`config.mk`:
```
export PLATFORM = sky130hd
export DESIGN_NAME = cpu_core
export DESIGN_NICKNAME = d
export VERILOG_FILES = /design/src/cpu_pkg.sv /design/src/alu.sv /design/src/cpu_core.sv /design/src/instr_sequencer.sv /design/src/register_bank.sv
export SDC_FILE = /design/constraint.sdc
export NUM_CORES = 1
export LEC_CHECK = 0
export ABC_AREA = 0
export ABC_CLOCK_PERIOD_IN_PS = 5600
export BUFFER_PORTS_ARGS = -buffer_cell sky130_fd_sc_hd__buf_2
export CAP_MARGIN = 30
export CELL_PAD_IN_SITES_DETAIL_PLACEMENT = 1
export CELL_PAD_IN_SITES_GLOBAL_PLACEMENT = 2
export CORE_ASPECT_RATIO = 0.9
export CORE_MARGIN = 5
export CORE_UTILIZATION = 38
export DETAILED_ROUTE_END_ITERATION = 7
export PLACE_DENSITY_LB_ADDON = 0.1
export RECOVER_POWER = 100
export SLEW_MARGIN = 20
export SYNTH_ARGS = -nofsm -noshare
export SYNTH_HDL_FRONTEND = slang
export SYNTH_HIERARCHICAL = 1
export SYNTH_SLANG_ARGS = --single-unit
```
`constraint.sdc`:
```
create_clock -name clk -period 5.6 [get_ports clk]
set_input_delay 0.56 -clock clk [delete_from_list [all_inputs] [get_ports clk]]
set_output_delay 0.56 -clock clk [all_outputs]
set_load 0.01 [all_outputs]
```
`src/cpu_pkg.sv`:
```
`default_nettype none

package cpu_pkg;

    // Standard 6502 encodings
    localparam logic [7:0] op_nop     = 8'hea;
    localparam logic [7:0] op_sec     = 8'h38;
    localparam logic [7:0] op_clc     = 8'h18;
    localparam logic [7:0] op_tax     = 8'haa;
    localparam logic [7:0] op_tay     = 8'ha8;
    localparam logic [7:0] op_txa     = 8'h8a;
    localparam logic [7:0] op_tya     = 8'h98;
    localparam logic [7:0] op_inx     = 8'he8;
    localparam logic [7:0] op_iny     = 8'hc8;
    localparam logic [7:0] op_dex     = 8'hca;
    localparam logic [7:0] op_dey     = 8'h88;
    localparam logic [7:0] op_lda_imm = 8'ha9;
    localparam logic [7:0] op_ldx_imm = 8'ha2;
    localparam logic [7:0] op_ldy_imm = 8'ha0;

    localparam logic [2:0] adr_accum = 3'b010;  // bbb of the accumulator forms
    localparam logic [1:0] grp_shift = 2'b10;

    // aaa field within the shift group
    localparam logic [2:0] aaa_asl = 3'b000;
    localparam logic [2:0] aaa_rol = 3'b001;
    localparam logic [2:0] aaa_lsr = 3'b010;
    localparam logic [2:0] aaa_ror = 3'b011;

    typedef struct packed {
        logic [2:0] aaa;
        logic [2:0] bbb;
        logic [1:0] cc;
    } opcode_fields_t;

    typedef union packed {
        logic [7:0]     raw;
        opcode_fields_t fields;
    } opcode_u;

    typedef enum logic [2:0] {
        alu_pass, alu_asl, alu_lsr, alu_rol, alu_ror, alu_inc, alu_dec
    } alu_op_e;

    typedef enum logic [1:0] {sel_a, sel_x, sel_y, sel_none} reg_sel_e;

    typedef enum logic [2:0] {
        s_fetch, s_decode, s_operand, s_alu, s_writeback
    } state_e;

    typedef struct packed {
        logic n;
        logic z;
        logic c;
    } flags_t;

    localparam flags_t flags_nz  = '{n: 1'b1, z: 1'b1, c: 1'b0};
    localparam flags_t flags_nzc = '{n: 1'b1, z: 1'b1, c: 1'b1};

    typedef struct packed {
        alu_op_e  alu_op;
        logic     alu_from_latch;  // Operand latch instead of source register
        logic     alu_go;
        logic     operand_load;
        reg_sel_e src_sel;
        reg_sel_e dst_sel;
        logic     wb_from_alu;
        flags_t   flag_we;
        logic     carry_set;
        logic     carry_value;
    } core_ctrl_t;

    localparam core_ctrl_t ctrl_idle = '{
        alu_op: alu_pass, alu_from_latch: 1'b0, alu_go: 1'b0, operand_load: 1'b0,
        src_sel: sel_none, dst_sel: sel_none, wb_from_alu: 1'b0,
        flag_we: '{n: 1'b0, z: 1'b0, c: 1'b0}, carry_set: 1'b0, carry_value: 1'b0
    };

endpackage

`default_nettype wire

```
`src/alu.sv`:
```
`timescale 1ns/1ps
`default_nettype none

module alu (
    input  wire                 clk,
    input  wire                 rst_n,
    input  wire                 instr_en,
    input  wire [7:0]           instr,
    input  wire cpu_pkg::core_ctrl_t ctrl,
    input  wire [7:0]           src_data,
    input  wire cpu_pkg::flags_t status,
    output logic [7:0]          result,
    output cpu_pkg::flags_t     result_flags
);

    logic [7:0] operand_q;
    logic [7:0] opnd;
    logic [7:0] res;
    logic       carry;

    always_ff @(posedge clk) begin
        if (instr_en && ctrl.operand_load)
            operand_q <= instr;  // Immediate byte
    end

    assign opnd = ctrl.alu_from_latch ? operand_q : src_data;

    always_comb begin
        res   = opnd;
        carry = status.c;
        case (ctrl.alu_op)
            cpu_pkg::alu_asl: {carry, res} = {opnd, 1'b0};
            cpu_pkg::alu_lsr: {res, carry} = {1'b0, opnd};
            cpu_pkg::alu_rol: {carry, res} = {opnd, status.c};
            cpu_pkg::alu_ror: {res, carry} = {status.c, opnd};
            cpu_pkg::alu_inc: res = opnd + 8'd1;
            cpu_pkg::alu_dec: res = opnd - 8'd1;
            default:          res = opnd;
        endcase
    end

    always_ff @(posedge clk or negedge rst_n) begin
        if (!rst_n) begin
            result       <= 8'h00;
            result_flags <= '{n: 1'b0, z: 1'b0, c: 1'b0};
        end else if (instr_en && ctrl.alu_go) begin
            result         <= res;
            result_flags.n <= res[7];
            result_flags.z <= (res == 8'h00);
            result_flags.c <= carry;
        end
    end

    // Operand capture and execute are separate sequencer states
    a_go_vs_load: assert property (@(posedge clk) disable iff (!rst_n)
        !(ctrl.alu_go && ctrl.operand_load));

endmodule

`default_nettype wire

```
`src/cpu_core.sv`:
```
`timescale 1ns/1ps
`default_nettype none

module cpu_core (
    input  wire             clk,
    input  wire             rst_n,
    input  wire             instr_en,
    input  wire [7:0]       instr,
    output logic            fetch,
    output logic [7:0]      regs_a,
    output logic [7:0]      regs_x,
    output logic [7:0]      regs_y,
    output cpu_pkg::flags_t status
);

    cpu_pkg::core_ctrl_t ctrl;
    logic [7:0]          src_data;
    logic [7:0]          result;
    cpu_pkg::flags_t     result_flags;

    instr_sequencer u_seq (
        .clk      (clk),
        .rst_n    (rst_n),
        .instr_en (instr_en),
        .instr    (instr),
        .fetch    (fetch),
        .ctrl     (ctrl)
    );

    alu u_alu (
        .clk          (clk),
        .rst_n        (rst_n),
        .instr_en     (instr_en),
        .instr        (instr),
        .ctrl         (ctrl),
        .src_data     (src_data),
        .status       (status),  // Carry in for rotates
        .result       (result),
        .result_flags (result_flags)
    );

    register_bank u_regs (
        .clk          (clk),
        .rst_n        (rst_n),
        .instr_en     (instr_en),
        .ctrl         (ctrl),
        .result       (result),
        .result_flags (result_flags),
        .src_data     (src_data),
        .regs_a       (regs_a),
        .regs_x       (regs_x),
        .regs_y       (regs_y),
        .status       (status)
    );

endmodule

`default_nettype wire

```
`src/instr_sequencer.sv`:
```
`timescale 1ns/1ps
`default_nettype none

module instr_sequencer (
    input  wire                 clk,
    input  wire                 rst_n,
    input  wire                 instr_en,
    input  wire [7:0]           instr,
    output logic                fetch,
    output cpu_pkg::core_ctrl_t ctrl
);

    cpu_pkg::state_e   state_q;
    cpu_pkg::state_e   state_d;
    cpu_pkg::opcode_u  opcode_q;
    logic              is_imm;
    logic              is_alu;
    cpu_pkg::reg_sel_e dec_reg;
    cpu_pkg::alu_op_e  dec_op;
    cpu_pkg::flags_t   dec_flags;

    always_ff @(posedge clk or negedge rst_n) begin
        if (!rst_n) begin
            state_q      <= cpu_pkg::s_fetch;
            opcode_q.raw <= cpu_pkg::op_nop;
        end else if (instr_en) begin
            state_q <= state_d;
            if (state_q == cpu_pkg::s_fetch)
                opcode_q.raw <= instr;
        end
    end

    // Classify the latched opcode
    always_comb begin
        is_imm    = 1'b0;
        is_alu    = 1'b0;
        dec_reg   = cpu_pkg::sel_none;
        dec_op    = cpu_pkg::alu_pass;
        dec_flags = cpu_pkg::flags_nz;
        case (opcode_q.raw)
            cpu_pkg::op_lda_imm: begin
                is_imm  = 1'b1;
                dec_reg = cpu_pkg::sel_a;
            end
            cpu_pkg::op_ldx_imm: begin
                is_imm  = 1'b1;
                dec_reg = cpu_pkg::sel_x;
            end
            cpu_pkg::op_ldy_imm: begin
                is_imm  = 1'b1;
                dec_reg = cpu_pkg::sel_y;
            end
            cpu_pkg::op_inx, cpu_pkg::op_dex: begin
                is_alu  = 1'b1;
                dec_reg = cpu_pkg::sel_x;
                dec_op  = (opcode_q.raw == cpu_pkg::op_inx) ? cpu_pkg::alu_inc : cpu_pkg::alu_dec;
            end
            cpu_pkg::op_iny, cpu_pkg::op_dey: begin
                is_alu  = 1'b1;
                dec_reg = cpu_pkg::sel_y;
                dec_op  = (opcode_q.raw == cpu_pkg::op_iny) ? cpu_pkg::alu_inc : cpu_pkg::alu_dec;
            end
            default: begin
                // TXA, TAX, DEX and NOP share bbb/cc with the shifts and differ in aaa
                if (opcode_q.fields.bbb == cpu_pkg::adr_accum &&
                    opcode_q.fields.cc == cpu_pkg::grp_shift &&
                    opcode_q.fields.aaa inside {cpu_pkg::aaa_asl, cpu_pkg::aaa_rol,
                                                cpu_pkg::aaa_lsr, cpu_pkg::aaa_ror}) begin
                    is_alu    = 1'b1;
                    dec_reg   = cpu_pkg::sel_a;
                    dec_flags = cpu_pkg::flags_nzc;
                    case (opcode_q.fields.aaa)
                        cpu_pkg::aaa_asl: dec_op = cpu_pkg::alu_asl;
                        cpu_pkg::aaa_rol: dec_op = cpu_pkg::alu_rol;
                        cpu_pkg::aaa_lsr: dec_op = cpu_pkg::alu_lsr;
                        cpu_pkg::aaa_ror: dec_op = cpu_pkg::alu_ror;
                        default:          dec_op = cpu_pkg::alu_pass;
                    endcase
                end
            end
        endcase
    end

    // Control word and next state
    always_comb begin
        ctrl    = cpu_pkg::ctrl_idle;
        state_d = state_q;
        case (state_q)
            cpu_pkg::s_fetch: state_d = cpu_pkg::s_decode;
            cpu_pkg::s_decode: begin
                state_d = cpu_pkg::s_fetch;
                if (is_imm)
                    state_d = cpu_pkg::s_operand;
                else if (is_alu)
                    state_d = cpu_pkg::s_alu;
                else begin
                    case (opcode_q.raw)
                        cpu_pkg::op_sec, cpu_pkg::op_clc: begin
                            ctrl.carry_set   = 1'b1;
                            ctrl.carry_value = (opcode_q.raw == cpu_pkg::op_sec);
                        end
                        cpu_pkg::op_tax, cpu_pkg::op_tay: begin
                            ctrl.src_sel = cpu_pkg::sel_a;
                            ctrl.dst_sel = (opcode_q.raw == cpu_pkg::op_tax) ?
                                           cpu_pkg::sel_x : cpu_pkg::sel_y;
                        end
                        cpu_pkg::op_txa: begin
                            ctrl.src_sel = cpu_pkg::sel_x;
                            ctrl.dst_sel = cpu_pkg::sel_a;
                        end
                        cpu_pkg::op_tya: begin
                            ctrl.src_sel = cpu_pkg::sel_y;
                            ctrl.dst_sel = cpu_pkg::sel_a;
                        end
                        default: ;  // NOP and unknown opcodes
                    endcase
                end
            end
            cpu_pkg::s_operand: begin
                ctrl.operand_load = 1'b1;
                state_d           = cpu_pkg::s_alu;
            end
            cpu_pkg::s_alu: begin
                ctrl.alu_go         = 1'b1;
                ctrl.alu_op         = dec_op;
                ctrl.alu_from_latch = is_imm;
                ctrl.src_sel        = is_imm ? cpu_pkg::sel_none : dec_reg;
                state_d             = cpu_pkg::s_writeback;
            end
            cpu_pkg::s_writeback: begin
                ctrl.dst_sel     = dec_reg;
                ctrl.wb_from_alu = 1'b1;
                ctrl.flag_we     = dec_flags;
                state_d          = cpu_pkg::s_fetch;
            end
            default: state_d = cpu_pkg::s_fetch;
        endcase
    end

    assign fetch = (state_q == cpu_pkg::s_fetch) || (state_q == cpu_pkg::s_operand);

    a_state_legal: assert property (@(posedge clk) disable iff (!rst_n)
        state_q inside {cpu_pkg::s_fetch, cpu_pkg::s_decode, cpu_pkg::s_operand,
                        cpu_pkg::s_alu, cpu_pkg::s_writeback});

    // A consumed byte always moves the FSM out of the fetch states
    a_fetch_state: assert property (@(posedge clk) disable iff (!rst_n)
        (fetch && instr_en) |=> !fetch);

endmodule

`default_nettype wire

```
`src/register_bank.sv`:
```
`timescale 1ns/1ps
`default_nettype none

module register_bank (
    input  wire                  clk,
    input  wire                  rst_n,
    input  wire                  instr_en,
    input  wire cpu_pkg::core_ctrl_t ctrl,
    input  wire [7:0]            result,
    input  wire cpu_pkg::flags_t result_flags,
    output logic [7:0]           src_data,
    output logic [7:0]           regs_a,
    output logic [7:0]           regs_x,
    output logic [7:0]           regs_y,
    output cpu_pkg::flags_t      status
);

    logic [7:0] wr_data;

    always_comb begin
        case (ctrl.src_sel)
            cpu_pkg::sel_a: src_data = regs_a;
            cpu_pkg::sel_x: src_data = regs_x;
            cpu_pkg::sel_y: src_data = regs_y;
            default:        src_data = 8'h00;
        endcase
    end

    assign wr_data = ctrl.wb_from_alu ? result : src_data;  // ALU or transfer

    always_ff @(posedge clk or negedge rst_n) begin
        if (!rst_n) begin
            regs_a <= 8'h00;
            regs_x <= 8'h00;
            regs_y <= 8'h00;
            status <= '{n: 1'b0, z: 1'b0, c: 1'b0};
        end else if (instr_en) begin
            case (ctrl.dst_sel)
                cpu_pkg::sel_a: regs_a <= wr_data;
                cpu_pkg::sel_x: regs_x <= wr_data;
                cpu_pkg::sel_y: regs_y <= wr_data;
                default: ;
            endcase
            if (ctrl.flag_we.n)
                status.n <= result_flags.n;
            if (ctrl.flag_we.z)
                status.z <= result_flags.z;
            if (ctrl.carry_set)
                status.c <= ctrl.carry_value;  // SEC / CLC
            else if (ctrl.flag_we.c)
                status.c <= result_flags.c;
        end
    end

    // ALU flags only accompany a real register write
    a_wb_target: assert property (@(posedge clk) disable iff (!rst_n)
        (ctrl.wb_from_alu && ctrl.flag_we != '0) |-> ctrl.dst_sel != cpu_pkg::sel_none);

endmodule

`default_nettype wire

```
Word level (Yosys, flattened, before mapping)
Index checks and enable logic that the tools add are counted.
- register bits: 57
- bits of input ports: 11
- output and inout port bits: 28
- word-level logic and storage cells: 113
- add/sub/neg operators: 2
- equality and inequality tests: 32
- muxes and demuxes: 36
- reductions and logical operators: 30
- operators by type and width (kind ; number):
    $eq A8 B8 Y1 const B ; 11
    $pmux W8 S6 ; 1
    $pmux W3 S4 ; 2
    $pmux W8 S3 ; 1
    $eq A3 B2 Y1 const B ; 7
    $mux W2 ; 10
    $mux W8 ; 2
    $reduce_and A2 Y1 ; 7
    $eq A3 B3 Y1 const B ; 4
    $mux W4 ; 3
    $pmux W4 S3 ; 1
    $reduce_or A2 Y1 ; 6
    $eq A3 B1 Y1 const B ; 3
    $mux W3 ; 3
    $pmux W3 S3 ; 1
    $reduce_or A3 Y1 ; 3
    $add A8 B1 Y8 const B ; 1
    $eq A8 B5 Y1 const B ; 1
    $eq A8 B6 Y1 const B ; 1
    $logic_not A8 Y1 ; 1
    $pmux W2 S2 ; 2
    $sub A8 B1 Y8 const B ; 1
    $reduce_or A7 Y1 ; 1
    $eq A2 B2 Y1 const B ; 3
    12 further kinds ; 24

Depth between registers and ports, before layout
- depth after elaboration: 14
- mapped depth: 20
- mapped depth without buffers: 17

Modules after synthesis
The synthesis kept the hierarchy.
- modules (own cells, without submodules) (module ; instances ; cells each ; area an instance (um^2) ; sequential area each (um^2)):
    register_bank ; 1 ; 145 ; 1537.7 ; 675.6
    alu ; 1 ; 174 ; 1535.2 ; 490.5
    instr_sequencer ; 1 ; 105 ; 935.9 ; 281.5

Least setup slack after synthesis
No wires, ideal clock.
- path kind: register to register
- start point: register u_seq/opcode_q[7] (netlist bit)
- end point: register u_alu/result_flags[1] (netlist name)
- setup time: 0.092 ns
- data arrival time: 3.979 ns
- required time: 5.508 ns
- setup slack: 1.529 ns
- cell stages (with the launch flop): 20
- path buffers: 3
- period minus slack after synthesis: 4.071 ns
- cells stage by stage: dfstp_2 buf_2 nor2b_1 nand4_1 nand4_1 a311o_1 buf_6 and2b_2 clkbuf_1 nand2_1 o21ai_0 mux2i_2 inv_1 fa_1 a21oi_1 o211ai_1 xnor2_1 a222oi_1 nand4_1 o31ai_2
- RTL lines (what ; line ; text):
    start, declared ; instr_sequencer.sv:15 ; cpu_pkg::opcode_u opcode_q;

==> metrics.md <==
| Metric | Value |
|---|---|
| Result of the run | `finished, violations left` |
| Violations in the final reports | `max-capacitance violations, max-slew violations` |
| FF-to-FF End | `u_alu/result_flags[1]` |
| Avg WL per Cell | `19.95 µm` |
| Crit path launch type | `flop` |
| Floorplan core area | `10,290 µm²` |
| Fin Setup TNS | `0 ps` |
| Clock edge transition at the registers on the reported setup and hold paths | `70 ps` |
| Sequential-to-total area share from yosys stat | `36.11%` |
| Combined buffer and inverter count along the critical path | `2` |
| Proportion of register bits with asynchronous set or reset after synthesis | `85.71%` |
| Ys Warns | `6` |
| Length in cells of the worst reg-to-reg path | `16` |
| Worst setup endpoint | `u_alu/result_flags[1]` |
| CTS tree | `done` |
| Gpl congestion | `0.8934` |
| Most numerous cell in the Yosys netlist | `sky130_fd_sc_hd__nand2_1` |
| Number of DRC violations after detailed routing | `0` |
| Ranking of synthesized cells by area | `sky130_fd_sc_hd__dfrtp_1 27%, sky130_fd_sc_hd__edfxtp_1 6.0%, sky130_fd_sc_hd__nand2_1 5.7%` |
| Number of rows in the core area | `35` |
| CP max-delay cell | `sky130_fd_sc_hd__dfstp_1` |
| Max-slew violation count | `49` |
| Number of fill cells in the layout | `1,223` |
| Vertical die dimension | `107.4 µm` |
| Worst Setup SP | `u_seq/opcode_q[1]` |
| Cell types with the highest counts after synthesis | `61 x sky130_fd_sc_hd__nand2_1, 43 x sky130_fd_sc_hd__dfrtp_1, 32 x sky130_fd_sc_hd__nor2_1` |
| Launch point of the worst reg-to-reg path | `u_seq/opcode_q[1]` |
| Required time worst endpoint | `5810 ps` |
| Cell count after placement | `571` |
| Post-Layout Cell Count | `580` |
| Fraction of layout cells with a size suffix above 1 | `11.53%` |
| Die Width | `118.3 µm` |
| Count of boundary I/O pins | `39` |
| Most area-hungry cell type in the Yosys netlist | `sky130_fd_sc_hd__dfrtp_1` |
| Sequential standard cell area | `1448 µm²` |
| Average instance area after synthesis | `9.455 µm²` |
| Peak supply drop | `217.5 µV` |
| Global-route usage over all layers | `18.44%` |
| Biggest fanout along the worst timing path | `17` |
| Worst-case clock skew | `4.702 ps` |
| Number of endpoints with negative hold slack in the final report | `0` |
| Count of buffers inserted at the top-level ports | `38` |
| Total stage count of the critical path | `16` |
| Commonest register cell after synthesis | `sky130_fd_sc_hd__dfrtp_1` |
| Die outline area | `12,710 µm²` |
| Number of antenna repair diodes | `0` |
| Skew-Pair Late Insertion Delay | `300 ps` |
| Remaining global-route overflow | `0` |
| Area of the multi-input gates | `2223 µm²` |
| Kind of cell with the highest combined delay on the critical path | `compound AO/OA/AOI/OAI gates` |
| Pleak | `1.718 nW` |
| Clock Root Buffer | `sky130_fd_sc_hd__clkbuf_16` |
| Power density relative to cell area | `309.7 nW/µm²` |
| Post-CTS Setup Repair Bufs | `0` |
| Share of the cycle needed by the critical path after routing | `89.20%` |
| Via Count | `3,300` |
| Signal arrival time at the worst endpoint | `5200 ps` |
| Number of buffers added by the clock tree synthesis step | `5` |
| Cell count after synthesis | `424` |
| Post-layout net count | `467` |
| Initial DRC Count | `162` |
| Fraction of synthesized cell area taken by the top area cell type | `26.84%` |
| Initial antenna violation count | `0` |
| CTS hold repair buffers | `0` |
| Detailed Route WL | `11.57 mm` |
| Critical path class | `reg2reg` |
| Chain of cells forming the critical path | `inv_1 > o211a_1 > nand4_1 > a311o_1 > and2b_1 > nand2_1 > o21ai_0 > mux2i_1 > inv_1 > fa_1 > a21oi_1 > o211ai_1 > xnor2_1 > a222oi_1 > nand4_1 > o31ai_1` |
| Wire length of the first global-routing pass | `18.82 mm` |
| Finish-stage setup viols | `0` |
| Element type at the critical path end | `flop` |
| Resize count post-CTS | `0` |
| Final antenna-violating net count | `0` |
| Area delta synth->final | `6.336%` |
| Number of enable flip-flop cells after synthesis | `8` |
| HP Class | `in2reg` |
| Net count after synthesis | `441` |
| CTS HTree Levels | `2` |
| Maximum operating frequency | `200.2 MHz` |
| Setup repair after global routing missed its margin | `false` |
| Crit path time final | `4995 ps` |
| Number of max-cap violations | `1` |
| Vias in the first global route | `3,445` |
| Number of distinct library cells after synthesis | `70` |
| Relative slew slack | `-83.49%` |
| Largest net degree at the start of global routing | `49` |
| Initial standard-cell utilization of the core | `38.95%` |
| Total clock sinks | `56` |
| DR vias/cell | `5.690` |
| Post-detailed-placement half-perimeter wirelength | `8.616 mm` |
| FF-to-FF setup slack | `600 ps` |
| Register bit count reported by yosys | `56` |
| Worst slew pin tran | `2752 ps` |
| Number of buffers on the longest clock path | `2` |
| First drt pass iteration count | `4` |
| Synthesized cell area | `4009 µm²` |
| Max incr delay on CP | `720 ps` |
-- placed cells by master (no fill, tap or decap), types with 8 or more instances in the layout --
cell type / count
sky130_fd_sc_hd__a21oi_1: 22
sky130_fd_sc_hd__nand2_1: 62
sky130_fd_sc_hd__clkbuf_1: 38
sky130_fd_sc_hd__dfrtp_1: 43
sky130_fd_sc_hd__mux2_2: 15
sky130_fd_sc_hd__o21ai_0: 37
sky130_fd_sc_hd__edfxtp_1: 8
sky130_fd_sc_hd__nand3_1: 9
sky130_fd_sc_hd__o211ai_1: 12
sky130_fd_sc_hd__nor2_1: 32
sky130_fd_sc_hd__mux2i_1: 18
sky130_fd_sc_hd__inv_1: 14
-- power breakdown --
part | internal, mW | leakage, nW | switching (mW) | total (mW)
clock | 0.221 | 0.0874 | 0.155 | 0.376
sequential | 0.479 | 0.694 | 0.109 | 0.588
combinational | 0.156 | 0.936 | 0.200 | 0.356
total | 0.856 | 1.72 | 0.464 | 1.32
-- flip-flops by register name (all words and copies together), names as in the netlist, 3 cells and up --
| name | flops |
|---|---|
| u_alu/operand_q | 8 |
| u_alu/result | 8 |
| u_regs/regs_a | 8 |
| u_regs/regs_x | 8 |
| u_regs/regs_y | 8 |
| u_seq/opcode_q | 8 |
| u_regs/status | 3 |
| u_seq/state_q | 3 |
-- through the flow --
step	util [%]	power [mW]	worst slack, ps	hold slack (ps)	cell area [µm²]
after global placement	41.37	0.9613	1041	469.3	4258
final	41.42	1.320	604.9	451.1	4263
after floorplan	-	0.8752	1529	264.4	4009
after global routing	41.42	1.401	208.4	439.7	4263
after CTS	43.11	1.349	757.2	401.8	4437
after detailed placement	41.37	0.9655	789.9	474.1	4258
-- area by class of cell --
cell class / instances / area share, %
clock buffers: 8 / 4.197
inverters: 14 / 1.233
multi-input cells: 327 / 52.16
flip-flops and latches: 56 / 33.96
well taps: 129 / 3.786
repair buffers: 46 / 4.667
-- worst reg2reg max path, stage by stage, from the launching register on --
cell	delay, ps
sky130_fd_sc_hd__dfstp_1	720
sky130_fd_sc_hd__inv_1	180
sky130_fd_sc_hd__o211a_1	300
sky130_fd_sc_hd__nand4_1	100
sky130_fd_sc_hd__a311o_1	710
sky130_fd_sc_hd__and2b_1	370
sky130_fd_sc_hd__nand2_1	100
sky130_fd_sc_hd__o21ai_0	80
sky130_fd_sc_hd__mux2i_1	420
sky130_fd_sc_hd__inv_1	200
sky130_fd_sc_hd__fa_1	480
sky130_fd_sc_hd__a21oi_1	200
sky130_fd_sc_hd__o211ai_1	150
sky130_fd_sc_hd__xnor2_1	150
sky130_fd_sc_hd__a222oi_1	370
sky130_fd_sc_hd__nand4_1	150
sky130_fd_sc_hd__o31ai_1	230
-- metal layers --
layer	track usage (%)	up-vias	wire length [µm]
met5	0	-	0
met4	4.750	0	201
met3	2.470	13	310
met2	29.60	47	5285
met1	26.23	1639	5772
li1	-	1601	-
-- worst min-delay path by stage --
stage	startpoint	to	slack, ps	cells after the start
2_1_floorplan	rst_n	u_alu/result[0]	260	0
3_3_place_gp	u_alu/result_flags[0]	u_alu/result_flags[0]	470	1
3_5_place_dp	u_alu/result[0]	u_alu/result[0]	470	1
4_1_cts	rst_n	u_regs/status[0]	400	2
5_1_grt	instr[4]	u_alu/operand_q[4]	440	1
6_report	instr[4]	u_alu/operand_q[4]	450	1
-- kinds of logic after synthesis --
family | synth area share, %
xor+xnor | 1.966
flops | 36.11
compound gates | 23.10
buf+inv | 5.181
fa+ha+maj | 2.559
mux | 10.21
simple gates | 20.88
Note: power is estimated with default switching activity, not from simulation.
